### src/verilog/mem_defines.svh
// Width constants shared by the data memory unit RTL.
// Include this wherever a port or register is sized from these values.

`ifndef MEM_DEFINES_SVH
`define MEM_DEFINES_SVH

// ---------------------------------------------------------------------------
// address and data widths
// ---------------------------------------------------------------------------
`define MEM_ADDR_W      32      // byte address
`define MEM_WORD_W      32      // avalon data bus
`define MEM_WADDR_W     30      // avalon word address
`define MEM_RDATA_W     64      // read_data, up to 8 bytes

// ---------------------------------------------------------------------------
// lengths and bursts
// ---------------------------------------------------------------------------
`define MEM_RLEN_W      4       // read_length, 1 to 8 bytes
`define MEM_WLEN_W      3       // write_length, 1 to 4 bytes
`define MEM_BURST_W     4       // avm_burstcount

// an 8-byte read at offset 3 touches three words
`define MEM_RBEATS_MAX  3

`endif

### src/verilog/mem_pkg.sv
// Types and small helpers for the data memory unit.
// Import with a wildcard inside the module body.

`include "mem_defines.svh"

package mem_pkg;

    typedef enum logic [1:0] {
        ARB_IDLE  = 2'd0,   // waiting for a link request
        ARB_WRITE = 2'd1,   // write burst on avalon
        ARB_READ  = 2'd2    // read command and data beats
    } arb_state_t;

    typedef enum logic {
        REQ_READ  = 1'b0,
        REQ_WRITE = 1'b1
    } req_kind_t;

    // number of words touched by a read, 1 to 3
    function automatic logic [`MEM_BURST_W-1:0] read_words(
        input logic [1:0]             offset,
        input logic [`MEM_RLEN_W-1:0] length
    );
        logic [`MEM_RLEN_W:0] last_byte;
        last_byte = {3'b000, offset} + {1'b0, length} - 1'b1;   // byte index of last byte
        return `MEM_BURST_W'(last_byte[`MEM_RLEN_W:2]) + 1'b1;
    endfunction

    // byte lanes over two words for a 1 to 4 byte write
    function automatic logic [7:0] lane_mask(
        input logic [1:0]             offset,
        input logic [`MEM_WLEN_W-1:0] length
    );
        logic [7:0] base;
        base = (8'd1 << length) - 8'd1;     // length ones at lane 0
        return base << offset;
    endfunction

endpackage

### src/verilog/mem_link_if.sv
// Internal links between the port modules and the Avalon arbiter.
// The master side raises burst_do and holds its fields until burst_done.

`timescale 1ns/1ps

`include "mem_defines.svh"

// ---------------------------------------------------------------------------
// read link
// ---------------------------------------------------------------------------
interface mem_rd_link_if;
    logic                                       burst_do;   // level, held until done
    logic                                       burst_done; // one-cycle pulse
    logic [`MEM_WADDR_W-1:0]                    waddr;      // first word
    logic [`MEM_BURST_W-1:0]                    burstcount; // 1 to 3
    logic [`MEM_RBEATS_MAX*`MEM_WORD_W-1:0]     rdata;      // words packed low first

    modport master (
        output burst_do, waddr, burstcount,
        input  burst_done, rdata
    );
    modport slave (
        input  burst_do, waddr, burstcount,
        output burst_done, rdata
    );
endinterface

// ---------------------------------------------------------------------------
// write link
// ---------------------------------------------------------------------------
interface mem_wr_link_if;
    logic                           burst_do;
    logic                           burst_done;
    logic [`MEM_WADDR_W-1:0]        waddr;
    logic [`MEM_BURST_W-1:0]        burstcount; // 1 or 2
    logic [`MEM_WORD_W/8-1:0]       be_first;   // lanes of beat 0
    logic [`MEM_WORD_W/8-1:0]       be_last;    // lanes of beat 1
    logic [2*`MEM_WORD_W-1:0]       wdata;      // beat 1 word in the high half

    modport master (
        output burst_do, waddr, burstcount, be_first, be_last, wdata,
        input  burst_done
    );
    modport slave (
        input  burst_do, waddr, burstcount, be_first, be_last, wdata,
        output burst_done
    );
endinterface

### src/verilog/memory_read.sv
// Data read port of the memory unit.
// Takes a 1 to 8 byte read at any byte address, fetches the words it
// touches over the read link and returns the bytes aligned to bit 0.

`timescale 1ns/1ps

`include "mem_defines.svh"

module memory_read (
    input  logic                        clk,
    input  logic                        rst,

    input  logic                        read_do,
    output logic                        read_done,
    input  logic [`MEM_ADDR_W-1:0]      read_address,
    input  logic [`MEM_RLEN_W-1:0]      read_length,
    output logic [`MEM_RDATA_W-1:0]     read_data,

    mem_rd_link_if.master               link
);
    import mem_pkg::*;

    logic [`MEM_ADDR_W-1:0]                     addr_q;     // held byte address
    logic [`MEM_RLEN_W-1:0]                     len_q;      // held byte count
    logic [1:0]                                 offset;     // byte within first word
    logic                                       accept;
    logic [`MEM_RBEATS_MAX*`MEM_WORD_W-1:0]     aligned;

    // -----------------------------------------------------------------------
    // request side
    // -----------------------------------------------------------------------

    // idle, and not the done cycle where the old request is still on read_do
    assign accept = read_do && !link.burst_do && !read_done;

    assign offset          = addr_q[1:0];
    assign link.waddr      = addr_q[`MEM_ADDR_W-1:2];   // word of the first byte
    assign link.burstcount = read_words(offset, len_q); // 1..3 words

    always_ff @(posedge clk) begin
        if (rst) begin
            link.burst_do <= 1'b0;
            read_done     <= 1'b0;
        end else begin
            read_done <= link.burst_done;       // one cycle after link done
            if (link.burst_done) begin
                link.burst_do <= 1'b0;          // falls right after done
            end else if (accept) begin
                link.burst_do <= 1'b1;
            end
        end
    end

    // -----------------------------------------------------------------------
    // data side
    // -----------------------------------------------------------------------

    // first requested byte down to lane 0
    assign aligned = link.rdata >> {offset, 3'b000};

    always_ff @(posedge clk) begin
        if (accept) begin
            addr_q <= read_address;
            len_q  <= read_length;
        end
        if (link.burst_done) begin
            read_data <= aligned[`MEM_RDATA_W-1:0];     // valid with read_done
        end
    end

endmodule

### src/verilog/memory_write.sv
// Data write port of the memory unit.
// Takes a 1 to 4 byte write at any byte address and hands the arbiter one
// or two beats with the byte enables and data moved into their lanes.

`timescale 1ns/1ps

`include "mem_defines.svh"

module memory_write (
    input  logic                        clk,
    input  logic                        rst,

    input  logic                        write_do,
    output logic                        write_done,
    input  logic [`MEM_ADDR_W-1:0]      write_address,
    input  logic [`MEM_WLEN_W-1:0]      write_length,
    input  logic [`MEM_WORD_W-1:0]      write_data,

    mem_wr_link_if.master               link
);
    import mem_pkg::*;

    logic [`MEM_ADDR_W-1:0]     addr_q;
    logic [`MEM_WLEN_W-1:0]     len_q;
    logic [`MEM_WORD_W-1:0]     data_q;
    logic [1:0]                 offset;
    logic                       accept;
    logic [7:0]                 mask;       // lanes over the two words

    // -----------------------------------------------------------------------
    // request control
    // -----------------------------------------------------------------------

    // new request only once the previous done has gone by
    assign accept = write_do && !link.burst_do && !write_done;

    always_ff @(posedge clk) begin
        if (rst) begin
            link.burst_do <= 1'b0;
            write_done    <= 1'b0;
        end else begin
            write_done <= link.burst_done;
            if (link.burst_done) begin
                link.burst_do <= 1'b0;
            end else if (accept) begin
                link.burst_do <= 1'b1;      // one cycle after write_do
            end
        end
    end

    always_ff @(posedge clk) begin
        if (accept) begin
            addr_q <= write_address;
            len_q  <= write_length;
            data_q <= write_data;
        end
    end

    // -----------------------------------------------------------------------
    // lane placement
    // -----------------------------------------------------------------------
    assign offset = addr_q[1:0];
    assign mask   = lane_mask(offset, len_q);

    assign link.waddr    = addr_q[`MEM_ADDR_W-1:2];
    assign link.be_first = mask[3:0];
    assign link.be_last  = mask[7:4];

    // second beat only when bytes spill into the next word
    assign link.burstcount = (mask[7:4] != 4'b0000) ? `MEM_BURST_W'(2) : `MEM_BURST_W'(1);

    assign link.wdata = {{`MEM_WORD_W{1'b0}}, data_q} << {offset, 3'b000};

endmodule

### src/verilog/avalon_mem.sv
// Avalon master of the memory unit.
// Grants the write link before the read link and runs one burst per grant;
// the granted link gets a done pulse once its last beat has gone by.

`timescale 1ns/1ps

`include "mem_defines.svh"

module avalon_mem (
    input  logic                        clk,
    input  logic                        rst,

    mem_rd_link_if.slave                rd,
    mem_wr_link_if.slave                wr,

    // avalon master
    output logic [`MEM_WADDR_W-1:0]     avm_address,
    output logic [`MEM_WORD_W-1:0]      avm_writedata,
    output logic [`MEM_WORD_W/8-1:0]    avm_byteenable,
    output logic [`MEM_BURST_W-1:0]     avm_burstcount,
    output logic                        avm_write,
    output logic                        avm_read,
    input  logic                        avm_waitrequest,
    input  logic                        avm_readdatavalid,
    input  logic [`MEM_WORD_W-1:0]      avm_readdata
);
    import mem_pkg::*;

    arb_state_t                                 state;
    req_kind_t                                  kind;       // link owning the bus
    logic                                       done_q;
    logic [`MEM_BURST_W-1:0]                    beat;       // beats finished so far
    logic                                       last_beat;
    logic                                       grant_wr;
    logic                                       grant_rd;
    logic [`MEM_RBEATS_MAX*`MEM_WORD_W-1:0]     collect;    // read words, low first

    // -----------------------------------------------------------------------
    // arbitration
    // -----------------------------------------------------------------------

    // a link still high in its own done cycle is the finished request
    assign grant_wr = (state == ARB_IDLE) && wr.burst_do && !wr.burst_done;
    assign grant_rd = (state == ARB_IDLE) && !grant_wr && rd.burst_do && !rd.burst_done;

    assign last_beat = (beat == avm_burstcount - 1'b1);

    assign wr.burst_done = done_q && (kind == REQ_WRITE);
    assign rd.burst_done = done_q && (kind == REQ_READ);
    assign rd.rdata      = collect;

    always_ff @(posedge clk) begin
        if (rst) begin
            state     <= ARB_IDLE;
            kind      <= REQ_READ;
            done_q    <= 1'b0;
            beat      <= '0;
            avm_write <= 1'b0;
            avm_read  <= 1'b0;
        end else begin
            done_q <= 1'b0;
            case (state)
                ARB_IDLE: begin
                    beat <= '0;
                    if (grant_wr) begin
                        state     <= ARB_WRITE;
                        kind      <= REQ_WRITE;
                        avm_write <= 1'b1;      // burst starts next cycle
                    end else if (grant_rd) begin
                        state    <= ARB_READ;
                        kind     <= REQ_READ;
                        avm_read <= 1'b1;
                    end
                end
                ARB_WRITE: begin
                    if (!avm_waitrequest) begin     // beat taken
                        beat <= beat + 1'b1;
                        if (last_beat) begin
                            avm_write <= 1'b0;
                            done_q    <= 1'b1;
                            state     <= ARB_IDLE;
                        end
                    end
                end
                ARB_READ: begin
                    if (avm_read && !avm_waitrequest) begin
                        avm_read <= 1'b0;           // command accepted
                    end
                    if (avm_readdatavalid) begin
                        beat <= beat + 1'b1;
                        if (last_beat) begin
                            done_q <= 1'b1;
                            state  <= ARB_IDLE;
                        end
                    end
                end
                default: state <= ARB_IDLE;
            endcase
        end
    end

    // -----------------------------------------------------------------------
    // command and data registers
    // -----------------------------------------------------------------------
    always_ff @(posedge clk) begin
        if (grant_wr) begin
            avm_address    <= wr.waddr;
            avm_burstcount <= wr.burstcount;
            avm_writedata  <= wr.wdata[`MEM_WORD_W-1:0];
            avm_byteenable <= wr.be_first;
        end else if (grant_rd) begin
            avm_address    <= rd.waddr;
            avm_burstcount <= rd.burstcount;
            avm_byteenable <= '1;                   // whole words on reads
        end else if (state == ARB_WRITE && !avm_waitrequest) begin
            avm_writedata  <= wr.wdata[2*`MEM_WORD_W-1:`MEM_WORD_W];  // second beat
            avm_byteenable <= wr.be_last;
        end

        if (state == ARB_READ && avm_readdatavalid) begin
            collect[beat*`MEM_WORD_W +: `MEM_WORD_W] <= avm_readdata;
        end
    end

endmodule

### src/verilog/memory.sv
// Top level of the data memory unit.
// Read and write ports share one Avalon master, writes first.

`timescale 1ns/1ps

`include "mem_defines.svh"

module memory (
    input  logic                        clk,
    input  logic                        rst,

    // read port
    input  logic                        read_do,
    output logic                        read_done,
    input  logic [`MEM_ADDR_W-1:0]      read_address,
    input  logic [`MEM_RLEN_W-1:0]      read_length,
    output logic [`MEM_RDATA_W-1:0]     read_data,

    // write port
    input  logic                        write_do,
    output logic                        write_done,
    input  logic [`MEM_ADDR_W-1:0]      write_address,
    input  logic [`MEM_WLEN_W-1:0]      write_length,
    input  logic [`MEM_WORD_W-1:0]      write_data,

    // avalon master
    output logic [`MEM_WADDR_W-1:0]     avm_address,
    output logic [`MEM_WORD_W-1:0]      avm_writedata,
    output logic [`MEM_WORD_W/8-1:0]    avm_byteenable,
    output logic [`MEM_BURST_W-1:0]     avm_burstcount,
    output logic                        avm_write,
    output logic                        avm_read,
    input  logic                        avm_waitrequest,
    input  logic                        avm_readdatavalid,
    input  logic [`MEM_WORD_W-1:0]      avm_readdata
);

    mem_rd_link_if rd_link ();
    mem_wr_link_if wr_link ();

    //--------------------------------------------------------------------------

    memory_read memory_read_inst (
        .clk            (clk),
        .rst            (rst),
        .read_do        (read_do),
        .read_done      (read_done),
        .read_address   (read_address),
        .read_length    (read_length),
        .read_data      (read_data),
        .link           (rd_link.master)
    );

    memory_write memory_write_inst (
        .clk            (clk),
        .rst            (rst),
        .write_do       (write_do),
        .write_done     (write_done),
        .write_address  (write_address),
        .write_length   (write_length),
        .write_data     (write_data),
        .link           (wr_link.master)
    );

    //--------------------------------------------------------------------------

    avalon_mem avalon_mem_inst (
        .clk                (clk),
        .rst                (rst),
        .rd                 (rd_link.slave),
        .wr                 (wr_link.slave),
        .avm_address        (avm_address),
        .avm_writedata      (avm_writedata),
        .avm_byteenable     (avm_byteenable),
        .avm_burstcount     (avm_burstcount),
        .avm_write          (avm_write),
        .avm_read           (avm_read),
        .avm_waitrequest    (avm_waitrequest),
        .avm_readdatavalid  (avm_readdatavalid),
        .avm_readdata       (avm_readdata)
    );

endmodule

### config.mk
export PLATFORM = sky130hd
export DESIGN_NAME = memory
export DESIGN_NICKNAME = d
export VERILOG_FILES = /design/src/verilog/mem_pkg.sv /design/src/verilog/mem_link_if.sv /design/src/verilog/memory_read.sv /design/src/verilog/memory_write.sv /design/src/verilog/avalon_mem.sv /design/src/verilog/memory.sv
export VERILOG_INCLUDE_DIRS = /design/src /design/src/verilog
export SDC_FILE = /design/constraint.sdc
export NUM_CORES = 1
export LEC_CHECK = 0
export ABC_CLOCK_PERIOD_IN_PS = 11700
export BUFFER_PORTS_ARGS = -buffer_cell sky130_fd_sc_hd__buf_2
export CAP_MARGIN = 25
export CORE_MARGIN = 8
export CORE_UTILIZATION = 60
export DETAILED_ROUTE_END_ITERATION = 12
export PLACE_DENSITY = 0.95
export SYNTH_ARGS = -nofsm -noshare
export SYNTH_HDL_FRONTEND = slang
export SYNTH_SLANG_ARGS = --single-unit
### constraint.sdc
create_clock -name clk -period 11.7 [get_ports clk]
set_input_delay 1.755 -clock clk [delete_from_list [all_inputs] [get_ports clk]]
set_output_delay 1.755 -clock clk [all_outputs]
set_load 0.02 [all_outputs]
**Yosys cells after proc, flatten, opt, wreduce, memory -nomap -nowiden**

Index checks and enable logic that the tools add are counted.

- $lt $le $gt $ge: 0
- Add/subtract/negate cells: 7
- Equality and inequality tests: 12
- Div/mod/pow operators: 0
- $mul: 0
- Shifts and indexed selects: 6
- Reductions and logical operators: 38
- Mux-type cells: 35
- Bitwise gates (word level): 1

Operators by type and width:

| kind | number |
|---|---|
| bitwise mux 96 bit | 1 |
| two-way mux 32 bit | 3 |
| variable shift 32 x 34 -> 96 bit, first input constant | 1 |
| indexed part select 32 x 34 -> 96 bit | 1 |
| right shift 96 x 5 -> 64 bit | 1 |
| << shifter 32 x 5 -> 64 bit | 1 |
| two-way mux 30 bit | 2 |
| negation 9 -> 34 bit | 1 |
| two-way mux 4 bit | 7 |
| logical AND 1 bit | 14 |
| two-way mux 2 bit | 6 |
| one-hot mux 4 bit (3 select lines) | 1 |
| two-way mux 1 bit | 11 |
| inequality test 2 x 1 -> 1 bit, second input constant | 5 |
| logical NOT 1 bit | 8 |
| AND reduction 4 bit | 2 |
| nonzero test 2 bit | 4 |
| << shifter 1 x 3 -> 8 bit, first input constant | 1 |
| << shifter 8 x 2 -> 8 bit | 1 |
| subtractor 8 x 1 -> 8 bit, second input constant | 1 |
| inequality test 2 bit, second input constant | 3 |
| one-hot mux 1 bit (2 select lines) | 3 |
| one-hot mux 2 bit (3 select lines) | 1 |
| AND reduction 3 bit | 2 |
| other kinds (15) | 18 |

- Bits in latches: 0
- Flip-flop bits (word level): 347
- Memories kept: 0
- ROM bits: 0
- Memory bits (writable): 0
- Input bits: 141

**Logic depth before layout (Yosys ltp)**

- Depth after elaboration: 10
- Depth in mapped cells: 11
- Gate-level depth less buffers: 8

**Hierarchy**

From an unflattened synthesis, not the netlist that was laid out.

- Cells, all modules: 1,131
- Area, all modules: 15,940.3 µm²

Modules (own cells, without submodules):

| module | area an instance (µm²) | cells each | instances |
|---|---|---|---|
| avalon_mem | 7,312.0 | 602 | 1 |
| memory_read | 5,084.9 | 236 | 1 |
| memory_write | 3,543.4 | 293 | 1 |

**Least setup slack after synthesis**

Ideal clock, no wire load.

- Path kind: input to register
- From: input write_do
- To: register memory_write_inst.addr_q[0], enable pin
- Stages: 1
- Arrival: 6,598 ps
- Data required time: 11,112 ps
- Path slack: 4,513 ps
- Cell sequence: nor3b_1

- Longest elaborated chain between the ends: 2

RTL lines:

| what | line | text |
|---|---|---|
| start, declared | memory.sv:20 | `input logic write_do,` |
| logical AND 1 bit (2 in series) | memory_write.sv:35 | `assign accept = write_do && !link.burst_do && !write_done;` |
| end signal, assigned | memory_write.sv:53 | `addr_q <= write_address;` |
| end, declared | memory_write.sv:23 | `` logic [`MEM_ADDR_W-1:0] addr_q; `` |

Every way passes these cells.
A chain may end at the register's enable or synchronous reset.

==> flow_summary.json <==
{
  "status": "completed",
  "first_pass_grt_wire_length_um": 54000,
  "final_hold_viol_count": 0,
  "synth_nets": 1110,
  "core_region_area_mm2": 0.0242,
  "worst_setup_path_end_kind": "flip-flop",
  "min-delay-path-class": "flip-flop to flip-flop",
  "post_route_cells_drive_above_1_share_pct": 34.4,
  "finalWeightedCongestion": 0.902,
  "diodes_inserted": 0,
  "design.die.area_mm2": 0.0297,
  "synth-seq-cells": 339,
  "synth_enable_flop_cells": 325,
  "fin_skew_ns": 0.0254,
  "crit_path_start_kind": "flip-flop",
  "io_buffer_count": 278,
  "placement_rows": 57,
  "detail_route.vias_per_cell": 6.09,
  "start_util_pct": 60.7,
  "cp_data_required_time_ns": 11.82,
  "drcViolationCount": 0,
  "timing.slew.headroom_pct": 30.4,
  "yosysMostFrequentCell": "sky130_fd_sc_hd__edfxtp_1",
  "cts.repair.resized": 0,
  "hold_fix_buffer_count_after_cts": 0,
  "vdd_drop_max_mv": 0.186,
  "synth.lib_cells_used.distinct": 58,
  "firstDrtPassIters": 6,
  "synth_area_per_cell_um2": 15.4,
  "postSynth.asyncResetShare_pct": 0,
  "grt_overflow": 0,
  "critPathMostFrequentCell": "sky130_fd_sc_hd__or3_1",
  "max_cap_violations": 0,
  "finalWirelength_um": 36300,
  "netlist.area_leader.share_pct": 66.5,
  "final.setup.tns_ns": 0,
  "cp_data_arrival_time_ns": 3.16,
  "part_of_the_cycle_the_worst_path_needs_pct": 26.0,
  "h-tree-depth": 2,
  "fmax_mhz": 329,
  "design.final.nets": 1377,
  "finalSetupViolCount": 0,
  "report.final.slew_viol_count": 0,
  "vias": 9570,
  "antenna_found_initial": 2,
  "ioPinCount": 279,
  "largest_stage_delay_on_the_critical_path_ns": 0.72,
  "tritoncts_clock_tree": "done",
  "numCtsBuffers": 35,
  "clk_path_buf_depth": 3,
  "timing.critical_path.slowest_stage_cell": "sky130_fd_sc_hd__nor2_4",
  "synth-warning-count": 0,
  "ys_seq_area_share_pct": 68.4,
  "post_synth_inst_count": 955,
  "dp_hpwl_um": 23700,
  "vias_in_the_first_global_route": 9695,
  "synth_ff_type": "sky130_fd_sc_hd__edfxtp_1",
  "cellLeakagePower_nw": 6.90,
  "cts.repair_timing.setup_buffer_count": 0,
  "p_per_area_mw_per_mm2": 197,
  "die_h_um": 172,
  "critPathKind": "flip-flop to flip-flop",
  "routed_wire_length_per_instance_um": 23.1,
  "setup_repair_after_global_routing_missed_its_margin": "no",
  "final.min_clock_period_ns": 3.04,
  "synth.cells.most_frequent": "sky130_fd_sc_hd__edfxtp_1, sky130_fd_sc_hd__nand2_1, sky130_fd_sc_hd__and2_1",
  "die_extent_in_x_um": 172,
  "report.power.total_w": 0.00344,
  "clk_pin_slew_ns": 0.06,
  "mappedNetlistArea_mm2": 0.0147,
  "detail_route.iter0.violations": 1127,
  "yosys.area.top_type": "sky130_fd_sc_hd__edfxtp_1",
  "timing.critical_path.fanout_max": 32,
  "clk-insertion-delay-late_ns": 0.51,
  "antenna_left": 0,
  "cts.sink_count": 339,
  "areaGrowthSynthToFinish_pct": 19.1,
  "maximum_number_of_pins_on_one_net_before_global_route_repair": 81,
  "grt_use_total_pct": 23.9,
  "crit_chain": "or3_1, ha_1, nor2_1, nand2_1, a2bb2oi_1, or3_1, nor2_4",
  "worst_slew_pin_slew_ns": 1.04,
  "synth_top_cells_by_area": "sky130_fd_sc_hd__edfxtp_1, sky130_fd_sc_hd__mux4_2, sky130_fd_sc_hd__and2_1, sky130_fd_sc_hd__nand2_1, sky130_fd_sc_hd__dfxtp_1",
  "ctsRootBufferMaster": "sky130_fd_sc_hd__clkbuf_16"
}
## worst max-delay path, delay by kind of cell, from the launching register on
kind | cells | cell delay, ns
adder cells (fa/ha/maj) | 1 | 0.34
flip-flops | 1 | 0.41
AND/OR/NAND/NOR | 5 | 1.75
AO/OA/AOI/OAI | 1 | 0.14
## layout by cell type (no fill, tap or decap), drive strengths merged, types with 3 or more instances in the layout
| cell type | synthesis | routed |
|---|---|---|
| nand3 | 24 | 24 |
| mux2 | 9 | 9 |
| nor3b | 5 | 5 |
| o21a | 8 | 8 |
| nor4 | 4 | 4 |
| nor3 | 19 | 19 |
| mux4 | 64 | 64 |
| dfxtp | 14 | 14 |
| inv | 25 | 26 |
| edfxtp | 325 | 325 |
| xnor2 | 9 | 9 |
| nor2b | 4 | 4 |
| nand2 | 109 | 109 |
| a211oi | 12 | 12 |
| buf | 19 | 294 |
| a21oi | 18 | 18 |
| a21o | 9 | 9 |
| a32oi | 3 | 3 |
| mux2i | 18 | 18 |
| clkinvlp | 0 | 5 |
| ha | 13 | 13 |
| nand2b | 3 | 3 |
| o21ai | 31 | 31 |
| nor2 | 31 | 31 |
| clkbuf | 44 | 49 |
| o31ai | 8 | 8 |
| clkinv | 0 | 6 |
| and2 | 90 | 90 |
## report_power, final
part / total (W) / internal (W) / switching, W
clock: 0.00105 / 0.000604 / 0.000448
sequential: 0.00162 / 0.00154 / 0.0000793
combinational: 0.000774 / 0.000271 / 0.000503
total: 0.00344 / 0.00241 / 0.00103
## state kept, by name, summed over array words and instances (netlist names)
| register | count |
|---|---|
| avalon_mem_inst.rd.rdata | 88 |
| memory_read_inst.read_data | 64 |
| avalon_mem_inst.avm_writedata | 32 |
| memory_read_inst.addr_q | 32 |
| memory_write_inst.addr_q | 32 |
| memory_write_inst.data_q | 32 |
| avalon_mem_inst.avm_address | 30 |
| avalon_mem_inst.avm_burstcount | 4 |
| avalon_mem_inst.avm_byteenable | 4 |
| avalon_mem_inst.beat | 4 |
| memory_read_inst.len_q | 4 |
| memory_write_inst.len_q | 3 |
| avalon_mem_inst.state | 2 |
| avalon_mem_inst.avm_read | 1 |
| avalon_mem_inst.avm_write | 1 |
| avalon_mem_inst.done_q | 1 |
| avalon_mem_inst.kind | 1 |
| memory_read_inst.link.burst_do | 1 |
| memory_read_inst.read_done | 1 |
| memory_write_inst.link.burst_do | 1 |
| memory_write_inst.write_done | 1 |
## layout make-up
| class | count | area (µm²) |
|---|---|---|
| flip-flops and latches | 339 | 10000 |
| repair buffers | 294 | 1560 |
| multi-input cells | 527 | 4300 |
| well taps | 324 | 405 |
| clock inverters | 13 | 101 |
| clock buffers | 49 | 971 |
| fillers | 1411 | 6710 |
| inverters | 25 | 93.8 |
## kinds of logic (layout without fill, tap and decap cells)
logic type / Yosys count / count (layout) / share of synthesized area [%]
AND/OR/NAND/NOR: 299 / 299 / 10.1
XOR/XNOR: 11 / 11 / 0.751
multiplexers: 91 / 91 / 11.7
AO/OA/AOI/OAI: 112 / 112 / 5.10
buffers and inverters: 89 / 381 / 2.60
adder cells (fa/ha/maj): 14 / 14 / 1.25
flip-flops: 339 / 339 / 68.4
## path summary, 6_finish.rpt
check	slack, ns	from	endpoint	cells after the start
setup / recovery	8.66	avalon_mem_inst.beat[0]	avalon_mem_inst.rd.rdata[24]	7
hold / removal	0.51	memory_write_inst.addr_q[26]	avalon_mem_inst.avm_address[24]	2
setup reg to reg	8.66	avalon_mem_inst.beat[0]	avalon_mem_inst.rd.rdata[24]	7
hold reg to reg	0.51	memory_write_inst.addr_q[26]	avalon_mem_inst.avm_address[24]	2
## per-layer routing
layer | wire (µm) | global-route usage (%)
met3 | 4410 | 6.05
met2 | 18400 | 42.3
met5 | 27 | 0
met1 | 12500 | 28.7
met4 | 924 | 6.60
## through the flow
stage          instances  utilization [%]  cell area (µm²)  hold slack [ns]  worst slack, ns
2_1_floorplan        955                -            14700            0.447             4.51
5_1_grt             1571             72.3            17500            0.522             8.44
3_3_place_gp        1506             67.5            16300            0.473             8.25
3_5_place_dp        1506             67.5            16300            0.492             8.20
6_report            1571             72.3            17500            0.509             8.66
4_1_cts             1568             72.0            17400            0.507             8.64
Power figures use the tool's default switching activity.
